File: config.mk
export PLATFORM = sky130hd
export DESIGN_NAME = screen_game_top
export DESIGN_NICKNAME = d
export VERILOG_FILES = /design/src/design/raster_pkg.sv /design/src/design/frame_sequencer.sv /design/src/design/game_state_fsm.sv /design/src/design/screen_game_top.sv /design/src/design/sprite_rasterizer.sv
export SDC_FILE = /design/constraint.sdc
export NUM_CORES = 1
export LEC_CHECK = 0
export BUFFER_PORTS_ARGS = -buffer_cell sky130_fd_sc_hd__buf_2
export CAP_MARGIN = 20
export CORE_MARGIN = 1
export CORE_UTILIZATION = 56
export CTS_CLUSTER_SIZE = 12
export DETAILED_ROUTE_END_ITERATION = 8
export PLACE_DENSITY = 0.77
export SETUP_SLACK_MARGIN = 0.3
export SKIP_LAST_GASP = 1
export SLEW_MARGIN = 20
export SYNTH_ARGS = -nofsm -noshare
export SYNTH_HDL_FRONTEND = slang
export SYNTH_SLANG_ARGS = --single-unit
File: constraint.sdc
create_clock -name clk -period 4.7 [get_ports clk]
set_input_delay 0.705 -clock clk [delete_from_list [all_inputs] [get_ports clk]]
set_output_delay 0.705 -clock clk [all_outputs]
set_load 0.005 [all_outputs]
File: src/design/raster_pkg.sv
`default_nettype none
/*
 * Screen, sprite and colour constants shared by the game display core.
 * Squares are not clipped at the screen edge, callers keep them on screen.
 * Colours are 1 bit per channel, red in bit 2.
 */
package raster_pkg;

    // Coordinate and colour types
    typedef logic [7:0]  coord_x_t;      // 0 .. 159
    typedef logic [6:0]  coord_y_t;      // 0 .. 119
    typedef logic [2:0]  colour_t;       // {r, g, b}
    typedef logic [2:0]  sprite_side_t;  // square side, up to 7
    typedef logic [14:0] pixel_count_t;  // index within one pass

    // Screen geometry
    localparam int screen_w     = 160;
    localparam int screen_h     = 120;
    localparam int clear_pixels = screen_w * screen_h;

    // Sprite sizes
    localparam int player_width  = 3;
    localparam int num_enemies   = 3;
    localparam int enemy0_width  = 3;
    localparam int enemy1_width  = 5;
    localparam int enemy2_width  = 7;

    // Plots in one sprite pass, player first then each enemy
    localparam int sprite_pixels = player_width * player_width
                                 + enemy0_width * enemy0_width
                                 + enemy1_width * enemy1_width
                                 + enemy2_width * enemy2_width;

    // Palette
    localparam colour_t player_colour     = 3'b111;  // white
    localparam colour_t enemy0_colour     = 3'b100;  // red
    localparam colour_t enemy1_colour     = 3'b010;  // green
    localparam colour_t enemy2_colour     = 3'b001;  // blue
    localparam colour_t background_colour = 3'b000;  // black

    // Game flow
    typedef enum logic [2:0] {
        level_select,
        load_level,
        level_pause,
        play_start,
        play,
        pausing,
        game_over
    } game_state_t;

    // Drawing order
    typedef enum logic [2:0] {
        idle,
        erase,
        erase_to_draw,
        draw,
        level,
        over_wait,
        over_to_load
    } anim_state_t;

    typedef enum logic [1:0] {
        pass_none,
        pass_clear,
        pass_sprites
    } pass_kind_t;

endpackage

`default_nettype wire

File: src/design/frame_sequencer.sv
`timescale 1ns/10ps
`default_nettype none
/*
 * Decides which pass the rasterizer runs. pass_kind is held for a whole pass
 * and a clear pass is always followed by a pass_none state before the redraw.
 * Move strobes are only looked at in idle.
 */
module frame_sequencer (
    input  wire                    clk,
    input  wire                    resetn,
    input  wire                    load_level,
    input  wire                    game_over,
    input  wire                    player_move,
    input  wire                    enemy_move,
    input  wire                    pass_done,
    output raster_pkg::pass_kind_t pass_kind
);
    import raster_pkg::*;

    anim_state_t state;
    anim_state_t state_next;

    always_comb begin
        state_next = state;
        unique case (state)
            idle: begin
                if (game_over) begin
                    state_next = over_wait;
                end else if (player_move || enemy_move) begin
                    state_next = erase;
                end else if (load_level) begin
                    state_next = level;
                end
            end
            erase: begin
                if (pass_done) state_next = erase_to_draw;
            end
            // Gap with pass_none so the rasterizer drops done
            erase_to_draw: begin
                if (!pass_done) state_next = draw;
            end
            draw, level: begin
                if (pass_done) state_next = idle;
            end
            over_wait: begin
                if (load_level) state_next = over_to_load;
            end
            // Redraw after the reload clear goes through the same gap
            over_to_load: begin
                if (pass_done) state_next = erase_to_draw;
            end
            default: state_next = idle;
        endcase
    end

    always_ff @(posedge clk) begin
        if (!resetn) begin
            state <= idle;
        end else begin
            state <= state_next;
        end
    end

    always_comb begin
        unique case (state)
            erase, over_to_load: pass_kind = pass_clear;
            draw, level:         pass_kind = pass_sprites;
            default:             pass_kind = pass_none;
        endcase
    end

endmodule

`default_nettype wire

File: src/design/game_state_fsm.sv
`timescale 1ns/10ps
`default_nettype none
/*
 * Game flow FSM. go is a level, each press and release steps the game.
 * Outputs are decoded from the state register, one cycle after the input edge.
 */
module game_state_fsm (
    input  wire  clk,
    input  wire  resetn,
    input  wire  go,
    input  wire  player_hit,
    output logic load_level,
    output logic level_pause,
    output logic play,
    output logic game_over
);
    import raster_pkg::*;

    game_state_t state;
    game_state_t state_next;

    // Literals are scoped where the output ports shadow them
    always_comb begin
        state_next = state;
        unique case (state)
            level_select: begin
                if (go) state_next = raster_pkg::load_level;
            end
            raster_pkg::load_level: begin
                if (!go) state_next = raster_pkg::level_pause;  // wait for release
            end
            raster_pkg::level_pause: begin
                if (go) state_next = play_start;
            end
            play_start: begin
                if (!go) state_next = raster_pkg::play;
            end
            raster_pkg::play: begin
                if (go) begin
                    state_next = pausing;  // pause wins over a hit
                end else if (player_hit) begin
                    state_next = raster_pkg::game_over;
                end
            end
            pausing: begin
                if (!go) state_next = raster_pkg::level_pause;
            end
            raster_pkg::game_over: begin
                if (go) state_next = raster_pkg::load_level;  // reload the level
            end
            default: state_next = level_select;
        endcase
    end

    always_ff @(posedge clk) begin
        if (!resetn) begin
            state <= level_select;
        end else begin
            state <= state_next;
        end
    end

    assign load_level  = (state == raster_pkg::load_level);
    assign level_pause = (state == raster_pkg::level_pause);
    assign play        = (state == raster_pkg::play);
    assign game_over   = (state == raster_pkg::game_over);

endmodule

`default_nettype wire

File: src/design/screen_game_top.sv
`timescale 1ns/10ps
`default_nettype none
/*
 * Display core of the game. Positions and strobes come from outside and
 * squares must stay on screen. plot going low marks the end of a pass.
 */
module screen_game_top (
    input  wire                       clk,
    input  wire                       resetn,
    input  wire                       go,
    input  wire                       player_hit,
    input  wire                       player_move,
    input  wire                       enemy_move,
    input  wire raster_pkg::coord_x_t player_x,
    input  wire raster_pkg::coord_y_t player_y,
    input  wire raster_pkg::coord_x_t enemy0_x,
    input  wire raster_pkg::coord_y_t enemy0_y,
    input  wire raster_pkg::coord_x_t enemy1_x,
    input  wire raster_pkg::coord_y_t enemy1_y,
    input  wire raster_pkg::coord_x_t enemy2_x,
    input  wire raster_pkg::coord_y_t enemy2_y,
    output logic                      load_level,
    output logic                      level_pause,
    output logic                      play,
    output logic                      game_over,
    output raster_pkg::coord_x_t      pix_x,
    output raster_pkg::coord_y_t      pix_y,
    output raster_pkg::colour_t       pix_colour,
    output logic                      plot
);
    import raster_pkg::*;

    pass_kind_t pass_kind;   // sequencer to rasterizer
    logic       pass_done;   // rasterizer back to sequencer

    game_state_fsm u_state (
        .clk         (clk),
        .resetn      (resetn),
        .go          (go),
        .player_hit  (player_hit),
        .load_level  (load_level),
        .level_pause (level_pause),
        .play        (play),
        .game_over   (game_over)
    );

    frame_sequencer u_seq (
        .clk         (clk),
        .resetn      (resetn),
        .load_level  (load_level),
        .game_over   (game_over),
        .player_move (player_move),
        .enemy_move  (enemy_move),
        .pass_done   (pass_done),
        .pass_kind   (pass_kind)
    );

    sprite_rasterizer u_raster (
        .clk        (clk),
        .resetn     (resetn),
        .pass_kind  (pass_kind),
        .player_x   (player_x),
        .enemy0_x   (enemy0_x),
        .enemy1_x   (enemy1_x),
        .enemy2_x   (enemy2_x),
        .player_y   (player_y),
        .enemy0_y   (enemy0_y),
        .enemy1_y   (enemy1_y),
        .enemy2_y   (enemy2_y),
        .pass_done  (pass_done),
        .plot       (plot),
        .pix_x      (pix_x),
        .pix_y      (pix_y),
        .pix_colour (pix_colour)
    );

endmodule

`default_nettype wire

File: src/design/sprite_rasterizer.sv
`timescale 1ns/10ps
`default_nettype none
/*
 * One pixel per cycle onto the plot port, no back-pressure.
 * Positions are captured at pass start, squares must lie fully on screen.
 * pass_done is held until pass_kind returns to pass_none.
 */
module sprite_rasterizer (
    input  wire                    clk,
    input  wire                    resetn,
    input  wire raster_pkg::pass_kind_t pass_kind,
    input  wire raster_pkg::coord_x_t   player_x,
    input  wire raster_pkg::coord_x_t   enemy0_x,
    input  wire raster_pkg::coord_x_t   enemy1_x,
    input  wire raster_pkg::coord_x_t   enemy2_x,
    input  wire raster_pkg::coord_y_t   player_y,
    input  wire raster_pkg::coord_y_t   enemy0_y,
    input  wire raster_pkg::coord_y_t   enemy1_y,
    input  wire raster_pkg::coord_y_t   enemy2_y,
    output logic                   pass_done,
    output logic                   plot,
    output raster_pkg::coord_x_t   pix_x,
    output raster_pkg::coord_y_t   pix_y,
    output raster_pkg::colour_t    pix_colour
);
    import raster_pkg::*;

    // Index 0 is the player, 1..num_enemies the enemies
    function automatic sprite_side_t side_of(input logic [1:0] idx);
        sprite_side_t side;
        unique case (idx)
            2'd0:    side = sprite_side_t'(player_width);
            2'd1:    side = sprite_side_t'(enemy0_width);
            2'd2:    side = sprite_side_t'(enemy1_width);
            default: side = sprite_side_t'(enemy2_width);
        endcase
        return side;
    endfunction

    function automatic colour_t colour_of(input logic [1:0] idx);
        colour_t colour;
        unique case (idx)
            2'd0:    colour = player_colour;
            2'd1:    colour = enemy0_colour;
            2'd2:    colour = enemy1_colour;
            default: colour = enemy2_colour;
        endcase
        return colour;
    endfunction

    coord_x_t     cap_x [0:num_enemies];   // origins captured at start
    coord_y_t     cap_y [0:num_enemies];
    logic         clear_pass;
    pixel_count_t count;                   // plots done so far in this pass
    pixel_count_t last_count;
    logic [1:0]   sprite_idx;
    logic [1:0]   next_idx;
    sprite_side_t off_x;                   // offset inside the current square
    sprite_side_t off_y;
    sprite_side_t cur_side;
    logic         start;
    logic         last_pixel;

    assign start      = !plot && !pass_done && (pass_kind != pass_none);
    assign last_count = clear_pass ? pixel_count_t'(clear_pixels - 1)
                                   : pixel_count_t'(sprite_pixels - 1);
    assign last_pixel = plot && (count == last_count);
    assign cur_side   = side_of(sprite_idx);
    assign next_idx   = sprite_idx + 2'd1;

    // plot doubles as the busy flag
    always_ff @(posedge clk) begin
        if (!resetn) begin
            plot      <= 1'b0;
            pass_done <= 1'b0;
        end else if (start) begin
            plot <= 1'b1;
        end else if (last_pixel) begin
            plot      <= 1'b0;
            pass_done <= 1'b1;
        end else if (pass_done && (pass_kind == pass_none)) begin
            pass_done <= 1'b0;   // ready for the next pass
        end
    end

    always_ff @(posedge clk) begin
        if (start) begin
            count      <= '0;
            clear_pass <= (pass_kind == pass_clear);
            sprite_idx <= '0;
            off_x      <= '0;
            off_y      <= '0;
            cap_x[0]   <= player_x;
            cap_x[1]   <= enemy0_x;
            cap_x[2]   <= enemy1_x;
            cap_x[3]   <= enemy2_x;
            cap_y[0]   <= player_y;
            cap_y[1]   <= enemy0_y;
            cap_y[2]   <= enemy1_y;
            cap_y[3]   <= enemy2_y;
            if (pass_kind == pass_clear) begin
                pix_x      <= '0;
                pix_y      <= '0;
                pix_colour <= background_colour;
            end else begin
                pix_x      <= player_x;   // first pixel straight from the inputs
                pix_y      <= player_y;
                pix_colour <= player_colour;
            end
        end else if (plot && !last_pixel) begin
            count <= count + 1'b1;
            if (clear_pass) begin
                // Raster sweep, x fastest
                if (pix_x == coord_x_t'(screen_w - 1)) begin
                    pix_x <= '0;
                    pix_y <= pix_y + 7'd1;
                end else begin
                    pix_x <= pix_x + 8'd1;
                end
            end else if (off_x != cur_side - 3'd1) begin
                off_x <= off_x + 3'd1;
                pix_x <= pix_x + 8'd1;
            end else if (off_y != cur_side - 3'd1) begin
                off_x <= '0;                     // next row of the square
                off_y <= off_y + 3'd1;
                pix_x <= cap_x[sprite_idx];
                pix_y <= pix_y + 7'd1;
            end else begin
                // Square finished, jump to the next sprite origin
                off_x      <= '0;
                off_y      <= '0;
                sprite_idx <= next_idx;
                pix_x      <= cap_x[next_idx];
                pix_y      <= cap_y[next_idx];
                pix_colour <= colour_of(next_idx);
            end
        end
    end

endmodule

`default_nettype wire

=== Word level (Yosys, flattened, before mapping) ===
Memory sizes are Yosys's and may differ from the RTL's. A register that Yosys moved wholly into a read port is not among the register bits.
Cells that the tools add are included.

* Bits in registers: 50
* Memory bits (writable): 60
* Output and inout bits: 23
* Word-level logic and storage cells: 141
* Memories kept: 2

{| class="wikitable"
|+ Memory list
! name !! depth !! width !! read ports !! clocked after Yosys merged registers in !! wr ports !! RTL line !! text
|-
| u_raster.cap_x || 4 || 8 || 2 || 1 || 4 || sprite_rasterizer.sv:51 || <nowiki>coord_x_t cap_x [0:num_enemies];</nowiki>
|-
| u_raster.cap_y || 4 || 7 || 1 || 0 || 4 || sprite_rasterizer.sv:52 || <nowiki>coord_y_t cap_y [0:num_enemies];</nowiki>
|}

* Add/subtract/negate cells: 7
* Equality and inequality tests: 36
* Muxes and demuxes: 49
* Bitwise logic cells: 4
* Reduce and logical (&&, ||, !) cells: 31

{| class="wikitable"
|+ Operators with widths
! kind !! count
|-
| $mux 3 || 21
|-
| $mux 8 || 7
|-
| $mux 7 || 7
|-
| $pmux 3 s5 || 2
|-
| $eq 3x3->1 const B || 6
|-
| $add 15x1->15 const B || 1
|-
| $eq 15x15->1 || 1
|-
| $mux 15 || 1
|-
| $eq 3x2->1 const B || 4
|-
| $ne 2x2->1 const B || 6
|-
| $ne 2x1->1 const B || 5
|-
| $reduce_and 5->1 || 2
|-
| $reduce_or 2->1 || 5
|-
| $pmux 3 s3 || 1
|-
| $add 8x1->8 const B || 1
|-
| $eq 8x8->1 const B || 1
|-
| $reduce_and 4->1 || 2
|-
| $reduce_bool 2->1 || 4
|-
| $add 7x1->7 const B || 1
|-
| $add 3x1->3 const B || 2
|-
| $eq 2x1->1 const B || 3
|-
| $eq 3x1->1 const B || 2
|-
| $logic_not 2->1 || 3
|-
| $logic_not 3->1 || 2
|-
| 17 further kinds || 37
|}

=== Depth between registers and ports, before layout ===
Gate-level depths: netlist (run 1).

* Word-level depth: 10
* Mapped depth: 10
* Depth with buffers taken out: 7

=== Hierarchy ===
Synthesis (run 1) repeated with hierarchy kept, for this count alone.

* Cell total of the unflattened synthesis: 411
* Area total of the unflattened synthesis: 5,343.9 µm²

{| class="wikitable"
|+ By module, submodules not included
! module !! instances !! cells each !! area an instance (µm²) !! seq. area each (µm²)
|-
| sprite_rasterizer || 1 || 361 || 4,897.2 || 2,912.8
|-
| frame_sequencer || 1 || 31 || 274.0 || 60.1
|-
| game_state_fsm || 1 || 19 || 172.7 || 60.1
|}

=== Worst setup path before layout (run 1) ===
OpenSTA, ideal clock, no wires.

* Path type: register to register
* From: register u_seq.state[2]
* To: register u_raster.pix_y[1] (data pin)
* Arrival time: 3,127 ps
* Data required time: 4,344 ps
* Path slack: 1,218 ps
* Stages on the path, launching flop included: 7
* Period minus slack after synthesis: 3,482 ps
* Cell sequence: dfxtp_1 clkbuf_1 xor2_1 nand2_1 inv_1 clkbuf_1 o21ai_0

* Longest elaborated chain between the ends: 6
* Elaborated cells between the ends (all ways): 12
* Those cells by class: 5 x eq/ne; 3 x mux; 4 x reduce/logical

{| class="wikitable"
|+ RTL lines
! what !! RTL line !! text
|-
| start, declared || frame_sequencer.sv:20 || <nowiki>anim_state_t state;</nowiki>
|-
| start signal, assigned || frame_sequencer.sv:58 || <nowiki>state <= idle;</nowiki>
|-
| start signal, assigned || frame_sequencer.sv:60 || <nowiki>state <= state_next;</nowiki>
|-
| $eq 3x2->1, or another cell as far along || frame_sequencer.sv:65 || <nowiki>unique case (state)</nowiki>
|-
| $reduce_or 2->1 (on tied branches) || -- ||
|-
| $pmux 2 s2 * || frame_sequencer.sv:65 ||
|-
| $reduce_bool 2->1 * || sprite_rasterizer.sv:64 || <nowiki>assign start = !plot && !pass_done && (pass_kind != pass_none);</nowiki>
|-
| $logic_and 1x1->1 * || sprite_rasterizer.sv:64 ||
|-
| named net u_raster.start || sprite_rasterizer.sv:61 || <nowiki>logic start;</nowiki>
|-
| $mux 7 * || sprite_rasterizer.sv:87 || <nowiki>if (start) begin</nowiki>
|-
| end signal, assigned || sprite_rasterizer.sv:107 || <nowiki>pix_y <= player_y;</nowiki>
|-
| end signal, assigned || sprite_rasterizer.sv:116 || <nowiki>pix_y <= pix_y + 7'd1;</nowiki>
|-
| end signal, assigned || sprite_rasterizer.sv:127 || <nowiki>pix_y <= pix_y + 7'd1;</nowiki>
|-
| end, declared || sprite_rasterizer.sv:23 || <nowiki>output raster_pkg::coord_y_t pix_y,</nowiki>
|}

The timed path passes the listed nets; every way through them passes the cells marked *.
A chain may end at the register's enable or synchronous reset.

=== Worst setup path after layout (run 1) ===
* From: register u_raster.sprite_idx[0]
* To: register u_raster.pix_y[3] (enable)

* Longest elaborated chain between the ends: 7
* Elaborated cells between the ends (all ways): 9
* Those cells by class: 1 x add/sub; 4 x eq/ne; 1 x mux; 3 x reduce/logical

{| class="wikitable"
|+ RTL lines
! what !! RTL line !! text
|-
| start, declared || sprite_rasterizer.sv:56 || <nowiki>logic [1:0] sprite_idx;</nowiki>
|-
| start signal, assigned || sprite_rasterizer.sv:132 || <nowiki>sprite_idx <= next_idx;</nowiki>
|-
| $eq 2x1->1 / $logic_not 2->1 (equally long branches) || sprite_rasterizer.sv:31 || <nowiki>unique case (idx)</nowiki>
|-
| $reduce_or 2->1 (no source line) || -- ||
|-
| $pmux 3 s2 * || sprite_rasterizer.sv:31 ||
|-
| $sub 3x1->3 * || sprite_rasterizer.sv:120 || <nowiki>end else if (off_x != cur_side - 3'd1) begin</nowiki>
|-
| $ne 3x3->1 * || sprite_rasterizer.sv:120 ||
|-
| $ne 3x1->1 (no source line) * || -- ||
|-
| $reduce_and 3->1 (no source line) * || -- ||
|-
| end signal, assigned || sprite_rasterizer.sv:116 ||
|-
| end signal, assigned || sprite_rasterizer.sv:127 ||
|-
| end signal, assigned || sprite_rasterizer.sv:134 || <nowiki>pix_y <= cap_y[next_idx];</nowiki>
|}

Mark *: on every way between the ends. The rest lies on a longest branch, timed or not.

==> results of run 1 <==
sequential cells by signal, indices dropped and copies added, names as in the netlist, named ones only:
register             cells
u_state.state            3
u_raster.pix_colour      3
u_raster.pix_y           7
u_raster.plot            1
u_raster.off_x           3
u_raster.cap_y          28
u_raster.cap_x          32
u_raster.pix_x           8
u_seq.state              3
u_raster.pass_done       1
u_raster.clear_pass      1
u_raster.sprite_idx      2
u_raster.count          15
u_raster.off_y           3
cells in the final DEF (no fill, tap or decap), types with 2 or more instances in the layout:
master                       n
sky130_fd_sc_hd__a211oi_1    5
sky130_fd_sc_hd__a21o_1      6
sky130_fd_sc_hd__a21oi_1    12
sky130_fd_sc_hd__a22o_1      5
sky130_fd_sc_hd__a31o_2      2
sky130_fd_sc_hd__a31oi_1     4
sky130_fd_sc_hd__a32o_1      3
sky130_fd_sc_hd__and2_1      6
sky130_fd_sc_hd__and3_1      7
sky130_fd_sc_hd__buf_2      88
sky130_fd_sc_hd__buf_4       6
sky130_fd_sc_hd__clkbuf_8    9
sky130_fd_sc_hd__dfxtp_1    33
sky130_fd_sc_hd__edfxtp_1   79
sky130_fd_sc_hd__ha_1        9
sky130_fd_sc_hd__inv_1       5
sky130_fd_sc_hd__inv_8       2
sky130_fd_sc_hd__mux2i_1    18
sky130_fd_sc_hd__mux4_2     23
sky130_fd_sc_hd__nand2_1    46
sky130_fd_sc_hd__nand2b_1    2
sky130_fd_sc_hd__nand3_1    13
sky130_fd_sc_hd__nand4_1     5
sky130_fd_sc_hd__nor2_1     20
sky130_fd_sc_hd__nor2b_1     5
sky130_fd_sc_hd__nor3_1      5
sky130_fd_sc_hd__nor3b_1     2
sky130_fd_sc_hd__nor4_1      4
sky130_fd_sc_hd__nor4b_1     2
sky130_fd_sc_hd__o2111ai_1   2
sky130_fd_sc_hd__o21ai_0    27
sky130_fd_sc_hd__or3_1       4
sky130_fd_sc_hd__or3_4       2
sky130_fd_sc_hd__or4_1       4
sky130_fd_sc_hd__xnor2_1     7
sky130_fd_sc_hd__xor2_1     10
cell type report:
class | count | area share
Inverter | 6 | 0.00371
Sequential cell | 112 | 0.499
Timing Repair Buffer | 94 | 0.0799
Tap cell | 111 | 0.0229
Clock buffer | 10 | 0.0210
Multi-Input combinational cell | 277 | 0.359
Clock inverter | 6 | 0.0142
stage by stage:
step	util	total power (uW)
after floorplan	-	1480
after global placement	0.637	1600
after detailed placement	0.637	1610
after CTS	0.660	2210
after global routing	0.660	2290
final	0.660	2200
kinds of logic (layout without fill, tap and decap cells):
| logic type | Yosys count | in the layout | share of synthesized area |
|---|---|---|---|
| buf+inv | 23 | 116 | 0.0177 |
| mux | 42 | 42 | 0.134 |
| fa+ha+maj | 9 | 9 | 0.0212 |
| simple gates | 132 | 132 | 0.127 |
| xor+xnor | 17 | 17 | 0.0281 |
| compound gates | 77 | 77 | 0.101 |
| flops | 112 | 112 | 0.572 |
routing by layer:
layer / vias up / routed length (um) / track usage
met4: 0 / 200 / 0.0905
met5: - / 0 / 0
met3: 21 / 634 / 0.0429
met1: 1786 / 4590 / 0.295
li1: 1767 / - / -
met2: 123 / 5080 / 0.361
cell usage after synthesis (6+ instances only):
cell type	n
sky130_fd_sc_hd__o21ai_0	27
sky130_fd_sc_hd__buf_2	6
sky130_fd_sc_hd__and3_1	7
sky130_fd_sc_hd__xor2_1	10
sky130_fd_sc_hd__a21o_1	6
sky130_fd_sc_hd__dfxtp_1	33
sky130_fd_sc_hd__ha_1	9
sky130_fd_sc_hd__edfxtp_1	79
sky130_fd_sc_hd__nand3_1	13
sky130_fd_sc_hd__clkbuf_1	9
sky130_fd_sc_hd__mux4_2	23
sky130_fd_sc_hd__nor2_1	20
sky130_fd_sc_hd__xnor2_1	7
sky130_fd_sc_hd__and2_1	6
sky130_fd_sc_hd__mux2i_1	18
sky130_fd_sc_hd__a21oi_1	12
sky130_fd_sc_hd__inv_1	6
sky130_fd_sc_hd__nand2_1	46
power by group through the flow:
stage / logic, uW / clock network, uW / registers [uW]
after global routing: 362 / 642 / 1280
after global placement: 312 / 0 / 1280
after floorplan: 213 / 0 / 1270
after CTS: 327 / 615 / 1270
after detailed placement: 324 / 0 / 1290
final: 325 / 605 / 1270
worst reg2reg max path, cell delays in order (launching register included):
cell	delay, ps
sky130_fd_sc_hd__dfxtp_1	610
sky130_fd_sc_hd__inv_1	160
sky130_fd_sc_hd__ha_1	270
sky130_fd_sc_hd__or3_4	350
sky130_fd_sc_hd__a211oi_1	560
sky130_fd_sc_hd__nand2b_1	300
sky130_fd_sc_hd__and2_1	230
sky130_fd_sc_hd__a21oi_1	530
worst paths after layout:
check / end / slack [ps] / cells after the start
setup reg to reg: u_raster.pix_y[3]$_DFFE_PP_ / 1320 / 7
hold reg to reg: u_raster.count[4]$_SDFFE_PP0P_ / 500 / 2
setup / recovery: u_raster.pix_y[3]$_DFFE_PP_ / 1320 / 7
hold / removal: u_raster.cap_x[3][2]$_DFFE_PP_ / 490 / 1
==> results, run 1 <==
- The area used by sequential logic in the layout is 3030 sq um.
- The area enclosed by the die boundary is roughly 9900 sq um.
- Measured along the x axis, the die boundary spans between 90 and 100 um.
- The number of diodes added for antenna fixing is 0.
- The launching element of the worst setup path is u_raster.sprite_idx[0]$_SDFFE_PP0P_.
- Summed over all cells, the static leakage comes to 0.00230 uW.
- The design area is about 6000 sq um.
- The overall overflow remaining after global route is 0.
- Clock tree synthesis selected as its root buffer the cell sky130_fd_sc_hd__clkbuf_8.
- The number of cells in the finished layout apart from fillers is between 600 and 700.
- The synthesis warning total is 0.
- For this block, the initial DRC count from the detailed router was 211.
- On the critical path, the stage with the largest delay is an instance of sky130_fd_sc_hd__dfxtp_1.
- Buffers inserted to repair hold after CTS numbered 0.
- Across every metal layer, demand over resource in global routing totals 0.222.
- The DRC violation count after routing is 0.
- Setup repair after global routing left no endpoint under its margin.
- The worst vdd rail ir drop is between 150 and 200 uV.
- The run finished with clean final reports.
- Summing all multi-input logic gate instances after layout gives 2180 sq um.
- The number of global-route vias before repair was 3540.
- Of all flip-flops after synthesis, the portion carrying an async set or reset was 0.
- Data on the critical path is required at its endpoint by 4710 ps.
- The CTS tree is built.
- The distinct cell type count of the synthesized netlist is between 50 and 60.
- The final weighted congestion in routability-driven placement is just under 0.8.
- The setup clock skew after layout is 15.5 ps.
- The maximum clock path buffer count is 2.
- The tightest hold path in the finished design has a slack of 491 ps.
- The number of vias per cell after detailed routing is around 6.0.
- OpenSTA, run right after detailed placement, puts the worst setup slack at roughly 1300 ps.
- The number of synthesized flops with an enable pin is 79.
- In this run the power spent charging and discharging nets is ~600 uW.
- The internal power summed over all cells is about 1600 uW.
- Setup violations remaining at the end of the flow were counted as 0.
- Of all nets on the critical path, the largest fanout is 8.
- The number of rows in the core area is 35.
- In this run the most critical hold path is launched from enemy2_x[2].
- The total area inside the core boundary comes to roughly 9200 sq um.
- The source-to-sink clock delay at the later pin of the worst-skew pair is 380 ps.
- After clock tree synthesis, the setup repair step added 0 buffers.
- The total of cells resized after clock tree synthesis is 0.
- The number of max-capacitance violations reported is 0.
- The maximum number of pins on one net before global-route repair is 76.
- The classification of the worst setup path is flop to flop.
- The worst-margin pin slew is 905 ps.
- The port buffer count is 88.
- The wire length reported by the detailed router is 10.5 mm.
- STA classifies the critical path endpoint as a flop.
- The share of synthesized area in the top cell type comes to 0.447.
- The number of nets with antenna violations after routing is 0.
- The number of endpoints with negative hold slack in the final report was 0.
- The maximum single-stage delay on the critical path is roughly 610 ps.
- The final critical delay including setup and external delays is 3380 ps.
- The area growth from synthesis to layout is 14.5%.
- The count of pins over their slew limit was 0.
- Before antenna repair, the detailed router went through 4 iterations.
- The number of antenna violations at the first check in global routing is 0.
- The share of total power dissipated in combinational logic is 0.148.
- The wire length of the first global-routing pass is 16.8 mm.
- In the post-route analysis, the smallest setup slack over all paths is between 1000 and 1500 ps.
- The overall die height is 99.3 um.
- Among cell families on the critical path, the largest total delay comes from compound AO/OA/AOI/OAI gates.
- The setup TNS after final layout is 0 ps.
- The share of total power dissipated in the clock network is 0.275.
- In this run the cell area of the synthesized design comes to 5310 sq um.
- The number of cells in the design after placement is 600.
- Yosys attributes the largest share of cell area to sky130_fd_sc_hd__edfxtp_1 45%, sky130_fd_sc_hd__dfxtp_1 12%, sky130_fd_sc_hd__mux4_2 9.8%.
- The net count after synthesis is 487.
- Clock tree synthesis found a total of 112 sinks.
- After filler insertion, the fill cell instance count of the layout stands at 693.
- The sequential-to-total area share from yosys stat is 0.572.
- The flip-flop and latch count after synthesis is 112.
- The number of ports placed on the die boundary is 89.
- Walking the worst path, the cells encountered are inv_1, ha_1, or3_4, a211oi_1, nand2b_1, and2_1, a21oi_1.
- The final routed wire length divided by cell count is 17.1 um.
- For this configuration, the core starts out at a cell density of 0.577.
- A synthesized cell averages roughly 13 sq um.
- Of the total power, registers draw 0.577.
- Clock-pin slew was measured on the worst setup and hold paths at 110 ps.
- In the synthesized netlist the dominant register cell turns out to be sky130_fd_sc_hd__edfxtp_1.
- The final layout contains between 500 and 600 nets.
- The CTS buffer count is 9.
- The cell area reported after detailed placement is 5860 sq um.
- The layout cell share with drive strength beyond 1 is 0.285.
- The worst max-slew margin expressed relative to the limit is 0.397.
- The data arrival time of the critical path is 3390 ps.
- In this run the critical register-to-register path is launched from u_raster.sprite_idx[0]$_SDFFE_PP0P_.
- The synthesized instance count is 412.
- Of the total power, the share spent switching nets is 0.272.
- The detailed placer's ending HPWL is 7.39 mm.
- In this run the power density over the cells is around 360 nW/um^2.
- The largest area contributor in the netlist is sky130_fd_sc_hd__edfxtp_1.
- Dividing the final minimum period by the clock period gives 0.719.
- The deepest level of the CTS H-tree is 3.
- The final route contains about 3700 vias.
- The worst min-delay path category is primary input to flop.
- The maximum achievable frequency is 296 MHz.
- The buffer and inverter count on the worst path is 1.
- The launching element type of the critical path is a flop.
(Power assumes the default switching activity.)
==> inputs of run 2 (changes only) <==
- clock period: 4.7 -> 3.5 ns (I/O delays scaled with it)
==> run 2 against run 1 <==
  * Core utilization up 0.11 points
  * Setup slack worse by 590 ps
  * Final cell count up 0.65%
  * Flip-flop and latch count unchanged
  * Clock skew down 2.5 ps
  * Total power up 31%
  * Worst hold slack worse by 190 ps
  * Largest cell class unchanged
  * Clock power up 24%
  * Final area up 0.16%
  * Largest power group unchanged
  * Highest routed layer unchanged
  * Non-clock buffer count up 4
==> results, run 2 (synthesized netlist as in run 1, its figures left out) <==
- The largest register by flop count is u_raster.cap_x.
- The setup TNS after final layout is 0 ps.
- For this design the top-level I/O count stands at 89.
- The number of cells in the finished layout apart from fillers is 620.
- The number of fillers in the final layout is ~700.
- The top cell types in the final layout, fill and taps aside, are 88 x sky130_fd_sc_hd__buf_2, 79 x sky130_fd_sc_hd__edfxtp_1, 46 x sky130_fd_sc_hd__nand2_1.
- The die span in x is about 99 um.
- The number of endpoints with negative hold slack in the final report is 0.
- The routed length on met3 is 608 um.
- The final critical delay including setup and external delays is 2770 ps.
- The worst setup path is launched from a flop.
- The area used by sequential logic in the layout is around 3000 sq um.
- In this run the deepest clock path goes through 2 buffers.
- The maximum number of pins on one net before global-route repair is 76.
- After layout, the design draws a total of 2890 uW.
- The commonest non-fill, non-tap cell in the layout is sky130_fd_sc_hd__buf_2.
- In this run the critical register-to-register path is captured at u_raster.pix_y[4]$_DFFE_PP_.
- The port buffer count is 88.
- The total core area is 9200 sq um.
- After clock tree synthesis, the repair step resized 0 gates.
- The H-tree was split into 3 levels.
- The number of antenna violations at the first check in global routing was 0.
- The switching share of power is 0.281.
- The floorplan has 35 rows.
- The final weighted congestion in routability-driven placement is 0.809.
- Dividing total power by cell area gives a power density of 475 nW/um^2.
- The number of sinks on the clock net is 112.
- The worst max-slew margin expressed relative to the limit is 0.387.
- Setup repair after global routing left no endpoint under its margin.
- Setup violations remaining at the end of the flow were counted as 0.
- The wire length on met2 is 5.10 mm.
- The worst path setup slack after routing is 734 ps.
- The count of routing violations after the opening detailed-route iteration is 156.
- The largest fanout on the critical path is 7.
- Once placement finished, the instance area stood at 5890 sq um.
- The worst-case IR drop observed on VDD is 291 uV.
- Max-cap violations in this run came to 0.
- For this configuration, the core starts out at a cell density of 0.577.
- After detailed routing, the average wire length per cell comes to 16.8 um.
- The overall die height is around 99 um.
- Buffers inserted to repair hold after CTS numbered 0.
- The power share of the combinational group is 0.151.
- The worst min-delay path category is primary input to flop.
- Following the worst setup path forward leads to its endpoint at u_raster.pix_y[4]$_DFFE_PP_.
- The largest registers in the layout are u_raster.cap_x x32, u_raster.cap_y x28, u_raster.count x15.
- The number of cells in the design after placement is 604.
- The count of pins over their slew limit came to 0.
- Timing would allow up to roughly 360 MHz.
- The die covers 9870 sq um.
- The number of global-route vias before repair is 3474.
- The total global routing track utilization is 0.225.
- STA classifies the critical path endpoint as a flop.
- After detailed routing, the number of vias per cell comes to 5.83.
- The critical path in this run is classified as flop to flop.
- The worst-margin pin slew is 919 ps.
- Global routing finished with a remaining overflow of 0.
- The count of nets left with antenna violations once routing finished came out at 0.
- The uppermost layer routed is met4.
- The source-to-sink clock delay at the later pin of the worst-skew pair is approximately 400 ps.
- The power share of the sequential group is 0.589.
- After clock tree synthesis, the clock-pin slew on the worst setup and hold paths is 110 ps.
- The wire length reported by the detailed router is between 10 and 15 mm.
- The setup clock skew after layout is about 13 ps.
- The CTS buffer count is 9.
- For this design the total switching power over the nets is around 810 uW.
- The number of diodes added for antenna fixing is 0.
- The final route contains 3613 vias.
- The area growth from synthesis to layout is 14.6%.
- The startpoint identified for the worst register-to-register timing path is u_raster.sprite_idx[0]$_SDFFE_PP0P_.
- The root buffer cell chosen for the clock tree is sky130_fd_sc_hd__clkbuf_8.
- TritonCTS built the clock tree.
- After routing the design area is 6080 sq um.
- The flow ran to the end, and the final reports show no timing, DRC or antenna violations.
- The multi-input combinational cells in the finished layout cover a total of 2180 sq um.
- The setup slack after placement is around 800 ps.
- The launching element of the worst setup path is u_raster.sprite_idx[0]$_SDFFE_PP0P_.
- The worst register-to-register path has a setup slack of about 730 ps.
- Counting cells, the worst reg-to-reg path comes to 8.
- The routed length on met1 is 4.57 mm.
- The total number of nets in the final design is 579.
- Once detailed placement completed, the half-perimeter wirelength came to ~7.4 mm.
- The number of flip-flops under the largest register name is 32.
- The wire length of the first global-routing pass is between 15 and 20 mm.
- The data arrival time of the critical path is around 2800 ps.
- The share of total power dissipated in the clock network is 0.260.
- For this run, design rule violations remaining after detail routing come to 0.
- Of the available clock period, the critical path in the final layout requires 0.790.
- The leakage dissipation is 0.00231 uW.
- For this run, the detailed router's first-pass iteration total came to 4.
- The layout cell share with drive strength beyond 1 is 0.293.
- The required time of the critical path is 3530 ps.
- The internal power summed over all cells is approximately 2100 uW.
- The number of setup buffers added after CTS is 0.
run 2: worst max-delay path: stages (launching register included):
cell and delay, ps:
sky130_fd_sc_hd__dfxtp_1 390, sky130_fd_sc_hd__inv_1 90, sky130_fd_sc_hd__ha_1 230, sky130_fd_sc_hd__or3_4 360, sky130_fd_sc_hd__a211oi_1 260, sky130_fd_sc_hd__buf_4 180
sky130_fd_sc_hd__nand2b_1 150, sky130_fd_sc_hd__and2_1 200, sky130_fd_sc_hd__a21oi_1 560
run 2: stage by stage:
stage | util | hold slack, ps
floorplan | - | 450
global placement | 0.640 | 469
detailed placement | 0.640 | 484
CTS | 0.661 | 288
global route | 0.661 | 273
finish | 0.661 | 303
run 2: power groups by stage:
stage / Clock, uW / Combinational, uW / Sequential [uW]
floorplan: 0 / 287 / 1700
global placement: 0 / 421 / 1720
detailed placement: 0 / 436 / 1730
CTS: 772 / 440 / 1700
global route: 821 / 485 / 1720
finish: 751 / 437 / 1700
run 2: layout make-up:
| class | instances | area share |
|---|---|---|
| sequential | 112 | 0.499 |
| multi-input combinational | 277 | 0.358 |
| timing repair buffer | 98 | 0.0847 |
| tap | 111 | 0.0228 |
| clock buffer | 9 | 0.0204 |
| clock inverter | 7 | 0.0115 |
| inverter | 6 | 0.00370 |
run 2: worst min path at each step:
stage | endpoint | cells past startpoint | start | slack [ps]
2_1_floorplan | u_raster.count[8]$_SDFFE_PP0P_ | 1 | u_raster.count[8]$_SDFFE_PP0P_ | 450
3_3_place_gp | u_raster.count[8]$_SDFFE_PP0P_ | 1 | u_raster.count[8]$_SDFFE_PP0P_ | 470
3_5_place_dp | u_raster.count[8]$_SDFFE_PP0P_ | 1 | u_raster.count[8]$_SDFFE_PP0P_ | 480
4_1_cts | u_raster.cap_x[1][1]$_DFFE_PP_ | 1 | enemy0_x[1] | 290
5_1_grt | u_raster.cap_x[1][1]$_DFFE_PP_ | 1 | enemy0_x[1] | 270
6_report | u_raster.cap_x[2][7]$_DFFE_PP_ | 1 | enemy1_x[7] | 300
run 2: per-layer routing:
layer,global-route usage,up-vias
met3,0.0583,14
met5,0,-
li1,-,1771
met4,0.0724,0
met2,0.375,109
met1,0.289,1719
==> inputs of run 3 (changes only) <==
- ABC_AREA: unset -> 1
- CORE_UTILIZATION: 56 -> 57
- PLACE_DENSITY: 0.77 -> 0.78
- clock period: 3.5 -> 2.7 ns (I/O delays scaled with it)
==> run 3 against run 2 <==
  * Worst hold slack worse by 110 ps
  * Sequential share of layout area is 3.4 points lower
  * Flip-flop and latch count stayed put
  * Largest power group unchanged
  * Critical path type unchanged
  * Total power is 130% higher
  * Register-to-register slack worse by 180 ps
==> results, run 3 <==
- Headroom to the max-slew limit came out at 0.565.
- After detailed routing, the number of remaining DRC violations is 0.
- The area share of the largest cell type after synthesis is 0.414.
- Ranked by total cell area, the synthesized netlist is headed by sky130_fd_sc_hd__edfxtp_1 41%, sky130_fd_sc_hd__nand2_1 12%, sky130_fd_sc_hd__dfxtp_1 12%.
- The number of antenna violations at the first check in global routing is 0.
- Summed over all failing endpoints, the final setup total negative slack is 0 ps.
- By count the netlist is led by 178 x sky130_fd_sc_hd__nand2_1, 87 x sky130_fd_sc_hd__nor2_1, 79 x sky130_fd_sc_hd__edfxtp_1.
- The total design power is 6640 uW.
- The register with the most flip-flops in the layout has 32 of them.
- The area growth from synthesis to layout is 13.9%.
- Leaving out fill and tap cells, the most frequent cells in the layout are 177 x sky130_fd_sc_hd__nand2_1, 88 x sky130_fd_sc_hd__buf_2, 87 x sky130_fd_sc_hd__nor2_1.
- After detailed placement, the design holds a cell count of 898.
- The source-to-sink clock delay at the later pin of the worst-skew pair is 380 ps.
- The number of global-route vias before repair came to 4740.
- The worst min-delay path category is primary input to flop.
- The number of diodes added for antenna fixing is 0.
- The wire-length estimate of the detail-placed layout is 9.63 mm.
- The number of ports placed on the die boundary is 89.
- Counting flops and latches in the post-synthesis netlist gives 112.
- In the final layout, the share of cells above drive strength 1 is 0.171.
- The launching element type of the critical path is a flop.
- The synthesized instance count is ~690.
- The maximum number of pins on one net before global-route repair is 85.
- Between clock sinks in the finished design, the worst skew comes to about 17 ps.
- The iteration count of the initial detailed-routing pass is 5.
- The analysis attributes to cell leakage a power of 0.00275 uW.
- The CTS tree is built.
- The overall overflow remaining after global route is 0.
- The root buffer cell chosen for the clock tree is sky130_fd_sc_hd__clkbuf_8.
- The worst-margin pin slew is around 650 ps.
- sky130_fd_sc_hd__edfxtp_1 takes more of the synthesized area than any other cell.
- The number of vias per cell after detailed routing is roughly 5.6.
- The wire length reported by the detailed router is 13.5 mm.
- The maximum achievable frequency is 465 MHz.
- When the netlist entered floorplanning its net count stood at 764.
- In this run the standard cell core region covers 9770 sq um.
- For this run, asynchronously set or reset flops after synthesis account for 0.
- The count of pins over their slew limit was 0.
- The flow ran to the end, and the final reports show no timing, DRC or antenna violations.
- In the synthesized netlist the dominant register cell turns out to be sky130_fd_sc_hd__edfxtp_1.
- The synthesized area divided by synthesized cell count is between 8 and 9 sq um.
- The most critical setup path has its startpoint at u_raster.sprite_idx[0]$_SDFFE_PP0P_.
- During synthesis, Yosys emitted a total of 0 warnings.
- The CTS buffer count is 9.
- The final worst-path cycle share is 0.797.
- At the worst endpoint, the arrival time is around 2300 ps.
- The first global-routing pass estimated 21.6 mm of wire.
- In this run the number of H-tree levels came out at 3.
- The distinct cell type count of the synthesized netlist is 28.
- The worst reg2reg path startpoint is u_raster.sprite_idx[0]$_SDFFE_PP0P_.
- The number of endpoints with negative hold slack in the final report came to 0.
- The die covers 10500 sq um.
- The worst setup path is captured at a flop.
- The via count is 5157.
- The critical path is of the flop to flop type.
- The number of sinks on the clock net is 112.
- At the worst endpoint, the required time is about 2800 ps.
- The number of rows in the core area is 36.
- The sequential-to-total area share from yosys stat is 0.529.
- Input and output buffers added on the ports amount to 88.
- The die span in x is a little over 100 um.
- Across every metal layer, demand over resource in global routing totals 0.271.
- The maximum clock path buffer count is 2.
- In this run, synthesis inferred 79 flip-flops with an integrated enable.
- Dividing total power by cell area gives a power density of 1020 nW/um^2.
- The design area is 6530 sq um.
- The total number of nets in the final design is 855.
- The final routed wire length divided by cell count is 14.7 um.
- In the final layout, the registers with the most flip-flops are u_raster.cap_x x32, u_raster.cap_y x28, u_raster.count x15.
- The total setup violations reported at the end of the flow is 0.
- The tool flagged a number of max-cap violations equal to 0.
- In this run the most critical hold path is launched from enemy2_x[6].
- The placed instances occupy a cell area of 6320 sq um.
- Excluding fillers, the count of instances in the completed layout stands at 918.
- The count of routing violations after the opening detailed-route iteration is between 200 and 300.
- In this run the worst path has a maximum fanout of 11.
- Yosys instantiated no cell more often than sky130_fd_sc_hd__nand2_1.
- The final weighted congestion in routability-driven placement is 0.905.
- The summed instance area of the synthesized netlist is around 5700 sq um.
- The initial core utilization is 0.587.
- The clock-pin slew on the worst setup and hold paths is 110 ps.
- The commonest non-fill, non-tap cell in the layout is sky130_fd_sc_hd__nand2_1.
- The largest register by flop count is u_raster.cap_x.
- Setup repair after global routing left no endpoint under its margin.
- The worst-case IR drop observed on VDD is 516 uV.
- The overall die height is 102 um.
- The number of nets with antenna violations after routing is 0.
- The final critical delay including setup and external delays is between 2000 and 2500 ps.
run 3: worst max-delay path: stages, from the launching register on:
cell and delay, ps:
sky130_fd_sc_hd__dfxtp_1 350, sky130_fd_sc_hd__buf_4 170, sky130_fd_sc_hd__ha_1 230, sky130_fd_sc_hd__nor2_1 140
sky130_fd_sc_hd__nand2_1 70, sky130_fd_sc_hd__nand2_1 70, sky130_fd_sc_hd__nand2_1 90, sky130_fd_sc_hd__inv_1 300
sky130_fd_sc_hd__nand4_1 250, sky130_fd_sc_hd__nand2_1 200
run 3: cell families (layout without fill, tap and decap cells):
logic type | Yosys count | in the layout | synth area share
AO/OA/AOI/OAI | 118 | 118 | 0.113
adder cells (fa/ha/maj) | 9 | 9 | 0.0196
flip-flops | 112 | 112 | 0.529
XOR/XNOR | 15 | 15 | 0.0229
AND/OR/NAND/NOR | 344 | 344 | 0.251
buffers and inverters | 91 | 187 | 0.0646
run 3: stage by stage:
stage | hold WS, ps | setup slack (ps) | util
after floorplan | 442 | 362 | -
after global placement | 456 | 541 | 0.646
after detailed placement | 466 | 495 | 0.646
after CTS | 177 | 466 | 0.665
after global routing | 168 | 358 | 0.668
final | 188 | 549 | 0.668
run 3: area by class of cell:
type / count / area (sq um)
tap: 133 / 166
multi-input combinational: 486 / 2330
fill: 798 / 3240
clock inverter: 5 / 40.0
inverter: 69 / 262
sequential: 112 / 3030
timing repair buffer: 102 / 558
clock buffer: 11 / 141
run 3: final timing paths:
kind / slack [ps] / cells after the start / to
worst max-delay path: 550 / 9 / u_raster.pix_colour[1]$_DFFE_PP_
worst min-delay path: 190 / 1 / u_raster.cap_x[3][6]$_DFFE_PP_
worst max register to register: 550 / 9 / u_raster.pix_colour[1]$_DFFE_PP_
worst min register to register: 480 / 2 / u_raster.pass_done$_SDFFE_PN0P_
run 3: what timing repair did:
action,in CTS,in global routing
resized for setup,0,1
hold buffers,0,0
buffers inserted,0,4
endpoints found under the setup margin,0,10
run 3: per-layer routing:
metal,up-vias,GRT usage,part of all wire
met5,-,0,0
met4,0,0.112,0.023
met3,32,0.0492,0.083
li1,2495,-,-
met1,2347,0.345,0.42
met2,283,0.457,0.48
run 3: power by group:
part | total (uW) | internal (uW) | leakage [uW] | switching (uW)
clock | 938 | 370 | 0.0000943 | 567
sequential | 3110 | 2740 | 0.00101 | 368
combinational | 2590 | 848 | 0.00164 | 1740
total | 6640 | 3960 | 0.00275 | 2680
